### src/logic/lenet_pkg.sv
package lenet_pkg;

    // ====================
    // geometry
    // ====================
    localparam int kernel_size = 5;
    localparam int load_count  = kernel_size * kernel_size + 1; // 25 weights, then the bias
    localparam int out_shift   = 8;

    // ====================
    // widths
    // ====================
    localparam int pixel_w        = 8;
    localparam int weight_w       = 8;
    localparam int product_w      = 16;
    localparam int row_sum_w      = 19;   // five products
    localparam int acc_w          = 21;   // 25 products plus bias
    localparam int bias_w         = 16;
    localparam int feature_w      = 8;
    localparam int feature_max    = 2 ** feature_w - 1;
    localparam int approx_term_w  = 13;   // reduced partial product vectors
    localparam int beat_w         = $clog2(load_count);
    localparam int row_idx_w      = $clog2(kernel_size);

    typedef logic [pixel_w-1:0]   pixel_t;
    typedef logic [weight_w-1:0]  weight_t;
    typedef logic [product_w-1:0] product_t;
    typedef logic [row_sum_w-1:0] row_sum_t;
    typedef logic [acc_w-1:0]     acc_t;
    typedef logic [bias_w-1:0]    bias_t;
    typedef logic [feature_w-1:0] feature_t;

    // one window row, element 0 in the low byte
    typedef struct packed {
        pixel_t [kernel_size-1:0] px;
    } pixel_row_t;

    typedef struct packed {
        weight_t [kernel_size-1:0] w;
    } weight_row_t;

    // row sum on its way to the accumulator
    typedef struct packed {
        row_sum_t sum;
        logic     last;   // fifth row of a window
    } row_beat_t;

    typedef enum logic {
        loading,
        armed
    } store_state_t;

endpackage

### src/logic/approx_mult_8x8.sv
`timescale 1ns/10ps

module approx_mult_8x8 (
    input  lenet_pkg::weight_t  x,
    input  lenet_pkg::pixel_t   y,
    output lenet_pkg::product_t z
);

    lenet_pkg::pixel_t pp [8];                           // partial product rows
    logic [lenet_pkg::approx_term_w-1:0] term [7];       // reduced rows 0 to 5

    // ====================
    // partial products
    // ====================
    always_comb begin
        for (int k = 0; k < 8; k++) begin
            pp[k] = y & {8{x[k]}};
        end
    end

    // ====================
    // reduction table
    // ====================
    // rows 0..5 squeezed pairwise into seven sparse vectors,
    // nothing survives below weight 16
    always_comb begin
        for (int v = 0; v < 7; v++) begin
            term[v] = '0;
        end

        term[0][4]  = pp[0][4] | pp[1][3];
        term[0][5]  = pp[0][5] | pp[1][4];
        term[0][6]  = pp[4][1] ^ pp[5][0];
        term[0][7]  = pp[4][3] & pp[5][2];
        term[0][8]  = pp[0][7] ^ pp[1][6];
        term[0][9]  = pp[2][7] | pp[3][6];
        term[0][10] = pp[3][7];
        term[0][11] = pp[4][7] ^ pp[5][6];                  // sum bit of the top pair
        term[0][12] = pp[4][7] & pp[5][6];                  // and its carry

        term[1][4]  = pp[0][4] ^ pp[1][3];
        term[1][8]  = pp[2][5] & pp[3][4];
        term[1][9]  = pp[4][5] ^ pp[5][4];
        term[1][10] = pp[4][5] & pp[5][4];
        term[1][12] = pp[5][7];

        term[2][8]  = pp[2][5] | pp[3][4];
        term[2][10] = pp[4][6] & pp[5][5];

        term[3][8]  = pp[2][6] | pp[3][5];
        term[3][10] = pp[4][6] | pp[5][5];

        // low half of rows 4/5 all lands on weight 256
        term[4][8]  = pp[4][3] | pp[5][2];
        term[5][8]  = pp[4][4] & pp[5][3];
        term[6][8]  = pp[4][4] | pp[5][3];
    end

    // ====================
    // final sum
    // ====================
    // rows 6 and 7 go in exact
    assign z = lenet_pkg::product_t'({pp[6], 6'b0})
             + lenet_pkg::product_t'({pp[7], 7'b0})
             + lenet_pkg::product_t'(term[0])
             + lenet_pkg::product_t'(term[1])
             + lenet_pkg::product_t'(term[2])
             + lenet_pkg::product_t'(term[3])
             + lenet_pkg::product_t'(term[4])
             + lenet_pkg::product_t'(term[5])
             + lenet_pkg::product_t'(term[6]);

endmodule

### src/logic/kernel_weight_store.sv
`timescale 1ns/10ps

module kernel_weight_store (
    input  logic                         clk,
    input  logic                         reset,
    input  logic                         load_valid,
    input  logic [lenet_pkg::bias_w-1:0] load_data,
    input  logic                         row_accept,
    output lenet_pkg::weight_row_t       weight_row,
    output logic                         row_last,
    output lenet_pkg::bias_t             bias,
    output logic                         armed
);

    lenet_pkg::store_state_t               state;
    logic [lenet_pkg::beat_w-1:0]          beat_cnt;
    logic [lenet_pkg::beat_w-1:0]          wr_beat;
    logic [lenet_pkg::row_idx_w-1:0]       row_cnt;
    lenet_pkg::weight_row_t                rows [lenet_pkg::kernel_size];

    // a beat arriving while armed starts a fresh kernel at beat 0
    assign wr_beat = (state == lenet_pkg::armed) ? '0 : beat_cnt;

    always_ff @(posedge clk) begin
        if (reset) begin
            state    <= lenet_pkg::loading;
            beat_cnt <= '0;
        end else if (load_valid) begin
            if (wr_beat == lenet_pkg::load_count - 1) begin
                state    <= lenet_pkg::armed;       // bias beat closes the load
                beat_cnt <= '0;
            end else begin
                state    <= lenet_pkg::loading;
                beat_cnt <= wr_beat + 1'b1;
            end
        end
    end

    always_ff @(posedge clk) begin
        if (load_valid) begin
            if (wr_beat == lenet_pkg::load_count - 1) begin
                bias <= load_data;
            end else begin
                rows[wr_beat / lenet_pkg::kernel_size].w[wr_beat % lenet_pkg::kernel_size]
                    <= load_data[lenet_pkg::weight_w-1:0];
            end
        end
    end

    // row position inside the current window
    always_ff @(posedge clk) begin
        if (reset) begin
            row_cnt <= '0;
        end else if (load_valid) begin
            row_cnt <= '0;                          // partial window is abandoned
        end else if (row_accept) begin
            row_cnt <= (row_cnt == lenet_pkg::kernel_size - 1) ? '0 : row_cnt + 1'b1;
        end
    end

    assign weight_row = rows[row_cnt];
    assign armed      = (state == lenet_pkg::armed);
    // held high while loading so idle slots in the pipe flush any partial sum
    assign row_last   = (row_accept && row_cnt == lenet_pkg::kernel_size - 1) || !armed;

    // the top must keep row_ready low until the kernel is complete
    accept_only_armed: assert property (@(posedge clk) disable iff (reset)
        row_accept |-> state == lenet_pkg::armed);

endmodule

### src/logic/row_dot_pipe.sv
`timescale 1ns/10ps

module row_dot_pipe (
    input  logic                    clk,
    input  logic                    reset,
    input  logic                    advance,
    input  logic                    in_valid,
    input  lenet_pkg::pixel_row_t   pixels,
    input  lenet_pkg::weight_row_t  weights,
    input  logic                    in_last,
    output logic                    beat_valid,
    output lenet_pkg::row_beat_t    beat
);

    lenet_pkg::product_t prod    [lenet_pkg::kernel_size];
    lenet_pkg::product_t s1_prod [lenet_pkg::kernel_size];
    logic                s1_valid;
    logic                s1_last;
    lenet_pkg::row_sum_t s1_sum;
    lenet_pkg::row_sum_t s2_sum;
    logic                s2_last;

    // ====================
    // multipliers
    // ====================
    for (genvar i = 0; i < lenet_pkg::kernel_size; i++) begin : g_mult
        approx_mult_8x8 u_mult (
            .x (weights.w[i]),
            .y (pixels.px[i]),
            .z (prod[i])
        );
    end

    // ====================
    // stage 1: products
    // ====================
    always_ff @(posedge clk) begin
        if (advance) begin
            s1_prod <= prod;
        end
    end

    always_ff @(posedge clk) begin
        if (reset) begin
            s1_valid <= 1'b0;
            s1_last  <= 1'b0;
        end else if (advance) begin
            s1_valid <= in_valid;
            s1_last  <= in_last;                    // kept on empty slots too
        end
    end

    always_comb begin
        s1_sum = '0;
        for (int i = 0; i < lenet_pkg::kernel_size; i++) begin
            s1_sum = s1_sum + lenet_pkg::row_sum_t'(s1_prod[i]);
        end
    end

    // ====================
    // stage 2: row sum
    // ====================
    always_ff @(posedge clk) begin
        if (advance) begin
            s2_sum <= s1_sum;
        end
    end

    always_ff @(posedge clk) begin
        if (reset) begin
            beat_valid <= 1'b0;
            s2_last    <= 1'b0;
        end else if (advance) begin
            beat_valid <= s1_valid;
            s2_last    <= s1_last;
        end
    end

    assign beat.sum  = s2_sum;
    assign beat.last = s2_last;

endmodule

### src/logic/window_accumulator.sv
`timescale 1ns/10ps

module window_accumulator (
    input  logic                 clk,
    input  logic                 reset,
    input  logic                 beat_valid,
    input  lenet_pkg::row_beat_t beat,
    input  lenet_pkg::bias_t     bias,
    output logic                 feature_valid,
    input  logic                 feature_ready,
    output lenet_pkg::feature_t  feature,
    output logic                 advance
);

    lenet_pkg::acc_t     run_sum;    // rows seen so far in this window
    lenet_pkg::acc_t     total;
    lenet_pkg::acc_t     scaled;
    lenet_pkg::feature_t clamped;
    logic                take;
    logic                finish;

    // the whole engine moves only when the output slot is free or draining
    assign advance = !feature_valid || feature_ready;

    assign take   = advance && beat_valid;
    assign finish = take && beat.last;

    // ====================
    // scale and clamp
    // ====================
    always_comb begin
        total  = run_sum + lenet_pkg::acc_t'(beat.sum) + lenet_pkg::acc_t'(bias);
        scaled = total >> lenet_pkg::out_shift;
        if (scaled > lenet_pkg::acc_t'(lenet_pkg::feature_max)) begin
            clamped = lenet_pkg::feature_t'(lenet_pkg::feature_max);
        end else begin
            clamped = lenet_pkg::feature_t'(scaled);
        end
    end

    // ====================
    // running sum
    // ====================
    always_ff @(posedge clk) begin
        if (reset) begin
            run_sum <= '0;
        end else if (advance) begin
            if (beat_valid && !beat.last) begin
                run_sum <= run_sum + lenet_pkg::acc_t'(beat.sum);
            end else if (beat.last) begin
                run_sum <= '0;                      // end of window, or a flush slot
            end
        end
    end

    // ====================
    // output register
    // ====================
    always_ff @(posedge clk) begin
        if (reset) begin
            feature_valid <= 1'b0;
        end else if (advance) begin
            feature_valid <= finish;
        end
    end

    always_ff @(posedge clk) begin
        if (finish) begin
            feature <= clamped;
        end
    end

    // a stalled feature must not change under the consumer
    feature_hold: assert property (@(posedge clk) disable iff (reset)
        feature_valid && !feature_ready |=> feature_valid && $stable(feature));

endmodule

### src/logic/conv_engine_top.sv
`timescale 1ns/10ps

module conv_engine_top (
    input  logic                         clk,
    input  logic                         reset,
    input  logic                         load_valid,
    input  logic [lenet_pkg::bias_w-1:0] load_data,
    input  logic                         row_valid,
    output logic                         row_ready,
    input  lenet_pkg::pixel_row_t        row_data,
    output logic                         feature_valid,
    input  logic                         feature_ready,
    output lenet_pkg::feature_t          feature
);

    lenet_pkg::weight_row_t weight_row;
    lenet_pkg::bias_t       bias;
    lenet_pkg::row_beat_t   beat;
    logic                   row_last;
    logic                   armed;
    logic                   advance;
    logic                   row_accept;
    logic                   beat_valid;

    assign row_ready  = armed & advance;
    assign row_accept = row_valid & row_ready;

    kernel_weight_store u_store (
        .clk        (clk),
        .reset      (reset),
        .load_valid (load_valid),
        .load_data  (load_data),
        .row_accept (row_accept),
        .weight_row (weight_row),
        .row_last   (row_last),
        .bias       (bias),
        .armed      (armed)
    );

    row_dot_pipe u_pipe (
        .clk        (clk),
        .reset      (reset),
        .advance    (advance),
        .in_valid   (row_accept),
        .pixels     (row_data),
        .weights    (weight_row),
        .in_last    (row_last),
        .beat_valid (beat_valid),
        .beat       (beat)
    );

    window_accumulator u_acc (
        .clk           (clk),
        .reset         (reset),
        .beat_valid    (beat_valid),
        .beat          (beat),
        .bias          (bias),
        .feature_valid (feature_valid),
        .feature_ready (feature_ready),
        .feature       (feature),
        .advance       (advance)
    );

endmodule

### config.mk
export PLATFORM = sky130hd
export DESIGN_NAME = conv_engine_top
export DESIGN_NICKNAME = d
export VERILOG_FILES = /design/src/logic/lenet_pkg.sv /design/src/logic/approx_mult_8x8.sv /design/src/logic/kernel_weight_store.sv /design/src/logic/row_dot_pipe.sv /design/src/logic/window_accumulator.sv /design/src/logic/conv_engine_top.sv
export SDC_FILE = /design/constraint.sdc
export NUM_CORES = 1
export LEC_CHECK = 0
export BUFFER_PORTS_ARGS = -buffer_cell sky130_fd_sc_hd__buf_4
export CAP_MARGIN = 20
export CORE_ASPECT_RATIO = 2
export CORE_MARGIN = 3
export CORE_UTILIZATION = 65
export CTS_BUF_LIST = sky130_fd_sc_hd__clkbuf_8
export DETAILED_ROUTE_END_ITERATION = 7
export PLACE_DENSITY = 0.87
export REMOVE_ABC_BUFFERS = 1
export SLEW_MARGIN = 20
export SYNTH_ARGS = -nofsm -noshare
export SYNTH_HDL_FRONTEND = slang
export SYNTH_SLANG_ARGS = --single-unit
### constraint.sdc
create_clock -name clk -period 10.8 [get_ports clk]
set_input_delay 0.54 -clock clk [delete_from_list [all_inputs] [get_ports clk]]
set_output_delay 0.54 -clock clk [all_outputs]
set_load 0.005 [all_outputs]
[After elaboration in Yosys (flattened, before gate mapping)]
Memory sizes are Yosys's and may differ from the RTL's. A register that Yosys moved wholly into a read port is not among the register bits.
Index checks and enable logic that the tools add are counted.
Widths: inputs -> output; s select.
Word-level totals
  bits in registers: 158
  memory bits (writable): 200
  input bits: 61
  latch bits: 0
  memories: 1
  word-level logic and storage cells: 237
  output and inout port bits: 10
  memory bits (read-only): 0
Memory list
  u_store.rows: depth 5, width 40, rd ports 1, clocked after Yosys merged registers in 1, wr ports 1, line kernel_weight_store.sv:19  | lenet_pkg::weight_row_t rows [lenet_pkg::kernel_size];
Cells by class
  reductions and logical operators: 14
  order comparisons: 3
  multipliers: 0
  equality and inequality tests: 2
  multiplexer cells: 13
  shift operators: 0
  $add $sub $neg: 48
  bitwise operators: 137
  div/mod/pow operators: 2
Operator list (number)
  $and 8x8->8: 35
  $add 16x9->16: 15
  $add 16x11->16: 10
  $add 16x13->16: 10
  $add 14x15->16: 5
  $add 19x16->19: 3
  $mux 21: 2
  $mux 40: 1
  $or 1x1->1: 40
  $and 7x7->7: 5
  $and 1x1->1: 32
  $div 5x3->32 const B: 1
  $ge 32x1->1 const B: 1
  $lt 32x4->1 const B: 1
  $mod 5x3->32 const B: 1
  $xor 1x1->1: 25
  $demux 8 s3: 1
  $add 21x16->21: 1
  $add 21x19->21: 1
  $add 16x16->17: 1
  $gt 13x8->1 const B: 1
  $mux 5: 2
  $mux 3: 3
  $mux 8: 1
  other kinds (11): 21

[Logic depth before layout (Yosys ltp)]
Gate-level depths: netlist (run 1).
  depth after elaboration: 9
  gate-level depth with buffers: 20
  gate-level depth less buffers: 19

[Cells and area by module]
From an unflattened synthesis (run 1), not the netlist that was laid out.
Unflattened totals
  cells, all modules: 1872
  area, all modules: 23202.3 um^2
Modules (own cells, without submodules)
  kernel_weight_store: cells each 468, times used 1, area an instance 9046.2 um^2, seq. area each 6726.5 um^2
  approx_mult_8x8: cells each 137, times used 5, area an instance 1223.7 um^2, seq. area each 0.0 um^2
  row_dot_pipe: cells each 408, times used 1, area an instance 5377.7 um^2, seq. area each 3052.9 um^2
  window_accumulator: cells each 309, times used 1, area an instance 2647.5 um^2, seq. area each 680.7 um^2
  conv_engine_top: cells each 2, times used 1, area an instance 12.5 um^2, seq. area each 0.0 um^2

[Worst setup path after synthesis (run 1)]
OpenSTA, ideal clock, no wires.
  path type: reg-to-reg
  start point: register (tool-made name)
  end point: register u_pipe.s1_prod[63] (netlist name) (data pin)
  data required time: 10.540 ns
  library setup time: 0.260 ns
  path buffers: 2
  cell stages (with the launch flop): 18
  arrival time: 5.435 ns
  slack: 5.105 ns
  period minus slack after synthesis: 5.695 ns
  cell sequence: dfxtp_1 > buf_1 > buf_2 > mux4_2 > mux2_2 > and2_1 > fa_1 > fa_1 > fa_1 > fa_1 > ha_1 > a31oi_1 > nor2b_1 > o21a_1 > o21ai_0 > nand2b_1 > a21oi_1 > xnor2_1
RTL lines
  to (signal assigned): line row_dot_pipe.sv:39  | s1_prod <= prod;
  to (decl): line row_dot_pipe.sv:16  | lenet_pkg::product_t s1_prod [lenet_pkg::kernel_size];

==> impl_results.md, run 1 <==
* Cts repair resizes at 0
* Async SR Flop Fraction at 0
* TritonCTS clock tree: done
* # rows at 91
* Drt first pass iters at 5
* Simple-gate share of the synthesized area at 0.09524
* Number of global-route vias before repair at 14152
* Critical Path Sink Type: flop
* Fmax achieved at 164.7 MHz
* Leakage power at 0.009409 uW
* Top cell by count, worst path: fa_1
* Data arrival, critical path at 6420 ps
* Area delta synth->final at 9.830%
* Die height at 256.6 um
* Latest clock arrival within the worst-skew pair at 600 ps
* Compound-gate portion of the synthesized area at 0.07042
* Core Area at 0.03086 mm2
* Outcome: complete, no violations
* Crit path cell chain: buf_4 > mux4_2 > mux2i_1 > nor2b_1 > fa_1 > fa_1 > fa_1 > fa_1 > ha_1 > a31oi_1 > nor2b_1 > o21a_1 > o21ai_0 > nand2b_1 > a21oi_1 > xnor2_1
* WS Path Type: reg2reg
* Post-synthesis sequential area ratio at 0.4672
* Max-Cap Viols at 0
* Chip width at 131.3 um
* Post-CTS setup buffers at 0
* CP max-delay cell: buf_4
* Worst path top cell family by delay: adder cells
* Max Slew Vio Count at 0
* Worst-case clock buffer depth at 3
* RSZ-0062 raised after global routing: no
* Cts hold-fix bufs at 0
* CP Data Required Time at 11150 ps
* Final period utilization at 0.5622
* Hold path cells at 1
* Most common cell in the netlist: edfxtp_1
* Adder-cell area share of the yosys netlist at 0.2308
* Synth warnings at 0
* WL/cell at 21.61 um
* Post-synth EDFFs at 295
* Crit path max fanout at 40
* Top post-synthesis cells by area: edfxtp_1 43%, ha_1 12%, fa_1 11%
* Ports at 71
* GP Congestion at 0.9395
* Mean Syn Cell Area at 12.93 um2
* Fin util at 0.7267
* Wirelength, routed at 46.08 mm
* PD cells at 260.7 mW/mm2
* Final Hold Fails at 0
* Setup tns final at 0 ps
* H-tree level count at 2
* Total gr overflow at 0
* Global-route wire length before repair at 72.97 mm
* Vias at 13025
* CP Launch Type: flop
* I/O Buffers at 70
* FF-to-FF End: u_pipe.s1_prod[15]$_DFFE_PN_
* Reg2reg setup slack at 4730 ps
* Synth Area in XOR/XNOR at 0.03604
* Vias per cell at 6.109
* Cell taking the most area after synthesis: edfxtp_1
* Fin nets at 2046
* Synth Instances at 1579
* Synth Register Bits at 329
* Die Area at 0.03370 mm2
* Post-synthesis instance area at 0.02042 mm2
* Residual DRC at 0
* Gr usage total at 0.2791
* Initial Util at 0.6617
* Reg2Reg Depth at 16
* Worst-case clock skew at 32.69 ps
* Hold Path End: u_store.bias[14]$_DFFE_PP_
* Antenna violations before repair at 1
* Max incr delay on CP at 640 ps
* Crit path buffers/inverters at 1
* Hold Crit Class: in2reg
* Distinct cells, synth at 58
* Post-DRT Antenna Nets at 0
* Final min period at 6072 ps
* Share of layout cells above drive strength 1 at 0.1343
* Top_reg_cell synth: edfxtp_1
* Mux cell area share after synthesis at 0.06839
* Largest net degree at the start of global routing at 76
* Commonest cells post-synth: 295 x edfxtp_1, 191 x ha_1, 148 x inv_1
* CTS Buf Count at 46
* Main combinational cell family by area after synthesis: adder cells
* TritonCTS Sinks at 329
* # setup viols final at 0
* Root buffer cell: clkbuf_8
* Worst-path clk slew at 70 ps
* DR iter-0 viols at 977
* Post-detail-place hpwl at 34.44 mm
* Hold Crit Start: load_data[14]
* Yosys top cell area share at 0.4339
* Slew @ Worst Pin at 1036 ps
* VDD IR-drop max at 0.4128 mV
* Relative slew slack at 0.3097
-- power by group --
part           leakage (uW)  internal [uW]  switching (uW)
combinational       0.00580           1280            1770
clock              0.000535            574             482
sequential          0.00308           1680            60.9
-- sequential cells by signal (all words and copies together) (netlist names), 3 cells and up, named ones only --
| name | cells |
|---|---|
| u_store.row_cnt | 3 |
| u_pipe.s1_prod | 60 |
| u_acc.run_sum | 17 |
| u_store.beat_cnt | 5 |
| u_acc.feature | 8 |
| u_store.rows | 200 |
| u_pipe.s2_sum | 15 |
| u_store.bias | 12 |
-- worst register-to-register path: stages (launching register included) --
cell	delay, ps
dfxtp_2	310
buf_4	640
mux4_2	650
mux2i_1	570
nor2b_1	170
fa_1	550
fa_1	520
fa_1	470
fa_1	480
ha_1	360
a31oi_1	240
nor2b_1	80
o21a_1	180
o21ai_0	150
nand2b_1	90
a21oi_1	270
xnor2_1	90
-- cell type report --
cell class	instances	area, um2
inverter	148	555.5
multi-input combinational	1077	10230
tap	418	523.0
timing repair buffer	76	570.5
antenna	1	2.502
clock buffer	50	688.2
clock inverter	33	307.8
sequential	329	9542
fill	1976	8433
-- cells in the final DEF, fill, tap and decap left out, types with 8 or more instances in the layout --
cell      count
o21ai_0      23
mux2_2       34
mux2i_1       9
a21oi_1      63
o21a_1       13
nor2b_1      48
fa_1        116
and2_1       59
inv_1       157
o21bai_1     10
nor2_1       82
edfxtp_1    295
a31oi_1       8
xor2_1       35
ha_1        191
buf_4        76
a21o_1       21
mux4_2       40
clkinv_1      8
a22o_1       15
nor3_1       13
nand3_1      20
xnor2_1      49
dfxtp_1      32
clkbuf_8     50
a22oi_1      23
nand2_1     108
nand2b_1     24
-- layer usage --
metal	global-route usage	vias up	share of wire
li1	-	5847	-
met1	0.2748	6434	0.31
met2	0.5346	521	0.56
met3	0.03416	223	0.045
met4	0.1916	0	0.077
met5	0	-	0
-- how the worst max path moves through the flow --
stage	end	slack (ps)	cells past startpoint
floorplan	u_pipe.s1_prod[79]$_DFFE_PN_	4240	16
global placement	u_pipe.s1_prod[79]$_DFFE_PN_	4890	17
detailed placement	u_pipe.s1_prod[31]$_DFFE_PN_	4750	17
CTS	u_pipe.s1_prod[31]$_DFFE_PN_	4730	17
global route	u_pipe.s1_prod[15]$_DFFE_PN_	4320	16
finish	u_pipe.s1_prod[15]$_DFFE_PN_	4730	16
-- per-stage QoR --
stage	total power [uW]	instances	worst slack, ps	instance area (um2)	hold slack [ps]
after floorplan	3996	1554	4238	20320	453.6
after global placement	4546	2048	4893	21420	472.0
after detailed placement	4728	2048	4750	21420	482.0
after CTS	5827	2131	4728	22420	90.12
after global routing	6277	2132	4318	22420	103.3
final	5846	2132	4728	22420	121.1
-- cell families (layout without fill, tap and decap cells) --
logic type | after synthesis | in the layout
AO/OA/AOI/OAI | 212 | 212
multiplexers | 84 | 84
XOR/XNOR | 84 | 84
other | 0 | 1
buffers and inverters | 173 | 307
flip-flops | 329 | 329
adder cells (fa/ha/maj) | 307 | 307
AND/OR/NAND/NOR | 390 | 390
(Power assumes the default switching activity.)
==> inputs of run 2 (changes only) <==
==> constraint.sdc (replaced) <==
create_clock -name clk -period 6.2 [get_ports clk]
set_input_delay 0.31 -clock clk [delete_from_list [all_inputs] [get_ports clk]]
set_output_delay 0.31 -clock clk [all_outputs]
set_load 0.005 [all_outputs]
==> run 2 against run 1 <==
  * Wire length decreased by 0.31%
  * Highest routed layer unchanged
  * Register-to-register slack lost 4100 ps
  * First-iteration DRC count shrank 19%
  * Clock-buffer cell count fell by 1
  * Die area stayed put
  * Global-route usage decreased by 0.23 points
  * Largest cell class unchanged
  * Flip-flop and latch count unchanged
  * Setup slack got worse by 4100 ps
  * Fmax is 8.2% higher
  * Sequential share of layout area is 0.17 points lower
==> impl_results.md, run 2 (synthesis gave the netlist of run 1 again) <==
* Clk pwr share at 0.168 (-0.013)
* Relative slew slack at 0.3468 (+0.03714)
* Total gr overflow at 0 (unchanged)
* Most common cell after layout, fill and taps aside: edfxtp_1
* Worst-case clock buffer depth at 3 (unchanged)
* Cts repair resizes at 0 (unchanged)
* Switching power total at 3916 uW (+69%)
* Ports at 71 (unchanged)
* Int Power at 5976 uW (+69%)
* Worst-path clk slew at 70 ps (about the same)
* FF-to-FF End: u_pipe.s1_prod[79]$_DFFE_PN_
* Post-DRT Antenna Nets at 0 (unchanged)
* Fin util at 0.7296 (+0.002920)
* Drt first pass iters at 5 (unchanged)
* # setup viols final at 0 (unchanged)
* Global-route wire length before repair at 72.64 mm (-0.46%)
* Reg2reg setup slack at 590 ps (-4140 ps)
* Combinational fraction of design power at 0.524 (+0.003)
* RSZ-0062 raised after global routing: no
* Post-detail-place hpwl at 34.77 mm (+0.94%)
* CP Launch Type: flop
* Chip width at 131.3 um (unchanged)
* Gr usage total at 0.2769 (-0.002286)
* Number of global-route vias before repair at 14308 (+1.1%)
* Fin nets at 2064 (+0.88%)
* Sequential share of power at 0.307 (+0.009)
* Antenna violations before repair at 1 (unchanged)
* Vias per cell at 5.991 (-1.9%)
* Residual DRC at 0 (unchanged)
* Initial Util at 0.6617 (unchanged)
* Final min period at 5609 ps (-462.6 ps)
* Max-Cap Viols at 0 (unchanged)
* TritonCTS Sinks at 329 (unchanged)
* Outcome: complete, no violations
* Final Hold Fails at 0 (unchanged)
* # rows at 91 (unchanged)
* Core Area at 0.03086 mm2 (unchanged)
* H-tree level count at 2 (unchanged)
* Power Total at 9892 uW (+69%)
* Most frequent cells in the layout: 295 x edfxtp_1, 191 x ha_1, 160 x inv_1
* DR iter-0 viols at 788 (-19%)
* WL/cell at 21.36 um (-1.2%)
* Switching part of the total power at 0.3958 (about the same)
* Data arrival, critical path at 5930 ps (-490 ps)
* Crit path max fanout at 33 (-18%)
* Worst-case clock skew at 44.94 ps (+12.25 ps)
* Reg2Reg Depth at 17 (+1)
* Die height at 256.6 um (unchanged)
* Die Area at 0.03370 mm2 (unchanged)
* Largest net degree at the start of global routing at 76 (unchanged)
* Final period utilization at 0.9047 (+0.3425)
* Area delta synth->final at 10.27%
* TritonCTS clock tree: done
* CP endpoint: u_pipe.s1_prod[79]$_DFFE_PN_
* VDD IR-drop max at 0.6064 mV (+47%)
* Critical Path Sink Type: flop
* Latest clock arrival within the worst-skew pair at 590 ps (about the same)
* Leakage power at 0.009454 uW (+0.48%)
* Fill cells at 1907 (-3.5%)
* I/O Buffers at 70 (unchanged)
* Root buffer cell: clkbuf_8
* Slew @ Worst Pin at 979.8 ps (-55.71 ps)
* Max Slew Vio Count at 0 (unchanged)
* Wirelength, routed at 45.94 mm (-0.31%)
* CP Data Required Time at 6520 ps (-4630 ps)
* PD cells at 439.4 mW/mm2 (+69%)
* Share of layout cells above drive strength 1 at 0.1368 (+0.002569)
* WS Path Type: reg2reg
* Hold Crit Class: in2reg
* CTS Buf Count at 47 (+2.2%)
* GP Congestion at 0.9573 (+1.9%)
* Largest register FFs at 200 (unchanged)
* Vias at 12886 (-1.1%)
* Fmax achieved at 178.3 MHz (+8.2%)
==> run 2: changes by cell type in the layout (fill, tap and decap cells not counted), moves of 2 or more <==
| cell | change |
|---|---|
| inv_1 | +3 |
| bufinv_16 | -4 |
| buf_12 | +2 |
| clkinvlp_4 | +2 |
| dlygate4sd3_1 | +10 |
| clkinv_4 | +3 |
| buf_4 | +5 |
==> run 2: worst min path at each step <==
| stage | start | endpoint | slack (ps) | cells after the start |
|---|---|---|---|---|
| after CTS | load_valid | flop | 10 | 2 |
| after detailed placement | u_pipe.s1_valid$_SDFFE_PP0N_ | u_pipe.s1_valid$_SDFFE_PP0N_ | 480 | 2 |
| after global placement | u_pipe.s1_valid$_SDFFE_PP0N_ | u_pipe.s1_valid$_SDFFE_PP0N_ | 470 | 2 |
| after floorplan | reset | u_acc.feature_valid$_SDFFE_PP0N_ | 380 | 1 |
| final | load_valid | flop | 60 | 2 |
| after global routing | load_valid | flop | 50 | 2 |
==> run 2: metrics by stage <==
step / setup slack [ps] / setup TNS, ps / hold slack (ps) / instance area, um2 / std cells
CTS: 589.9 / 0 / 9.554 / 22510 / 2150
detailed placement: 624.1 / 0 / 482.1 / 21500 / 2055
global route: 293.5 / 0 / 50.93 / 22510 / 2151
global placement: 730.7 / 0 / 472.3 / 21500 / 2055
finish: 590.8 / 0 / 58.05 / 22510 / 2151
floorplan: -362.3 / -2829 / 379.1 / 20320 / 1554
==> run 2: what timing repair did <==
action | in CTS | in global routing
hold buffers | 10 | 0
endpoints found under the hold margin | 10 | 0
buffers inserted | 0 | 0
==> run 2: routing by layer <==
layer | global-route usage | wire [um] | vias to the layer above
met4 | 0.1746 | 3207 | 0
met2 | 0.5436 | 26230 | 420
met5 | 0 | 0 | -
met1 | 0.2614 | 14520 | 6400
li1 | - | - | 5884
met3 | 0.04201 | 1984 | 182
==> run 2: worst max-delay path: stages, from the launching register on <==
cell and delay (ps):
dfxtp_2 340, buf_12 260, mux4_2 550, mux2_2 340, and2_1 180, ha_1 320
fa_1 470, fa_1 530, fa_1 470, fa_1 470, ha_1 350, a31oi_1 260
nor2b_1 80, o21a_1 190, o21ai_0 150, nand2b_1 70, a21oi_1 170, xnor2_1 90
==> run 2: power by group through the flow <==
| stage | clock network [uW] | registers [uW] | logic (uW) |
|---|---|---|---|
| final | 1670 | 3040 | 5180 |
| after global routing | 1790 | 3050 | 5840 |
| after CTS | 1700 | 3040 | 5140 |
| after detailed placement | 0 | 3090 | 5090 |
| after global placement | 0 | 3080 | 4840 |
| after floorplan | 0 | 3030 | 3930 |
==> run 2: final cells by class <==
cell class	count	area [um2]	area share
Clock buffer	49	674.4	0.02996
Sequential cell	329	9542	0.4238
Inverter	148	555.5	0.02468
Tap cell	418	523.0	0.02323
Timing Repair Buffer	93	748.2	0.03324
Clock inverter	36	234.0	0.01039
Antenna cell	1	2.502	0.0001112
Multi-Input combinational cell	1077	10230	0.4546
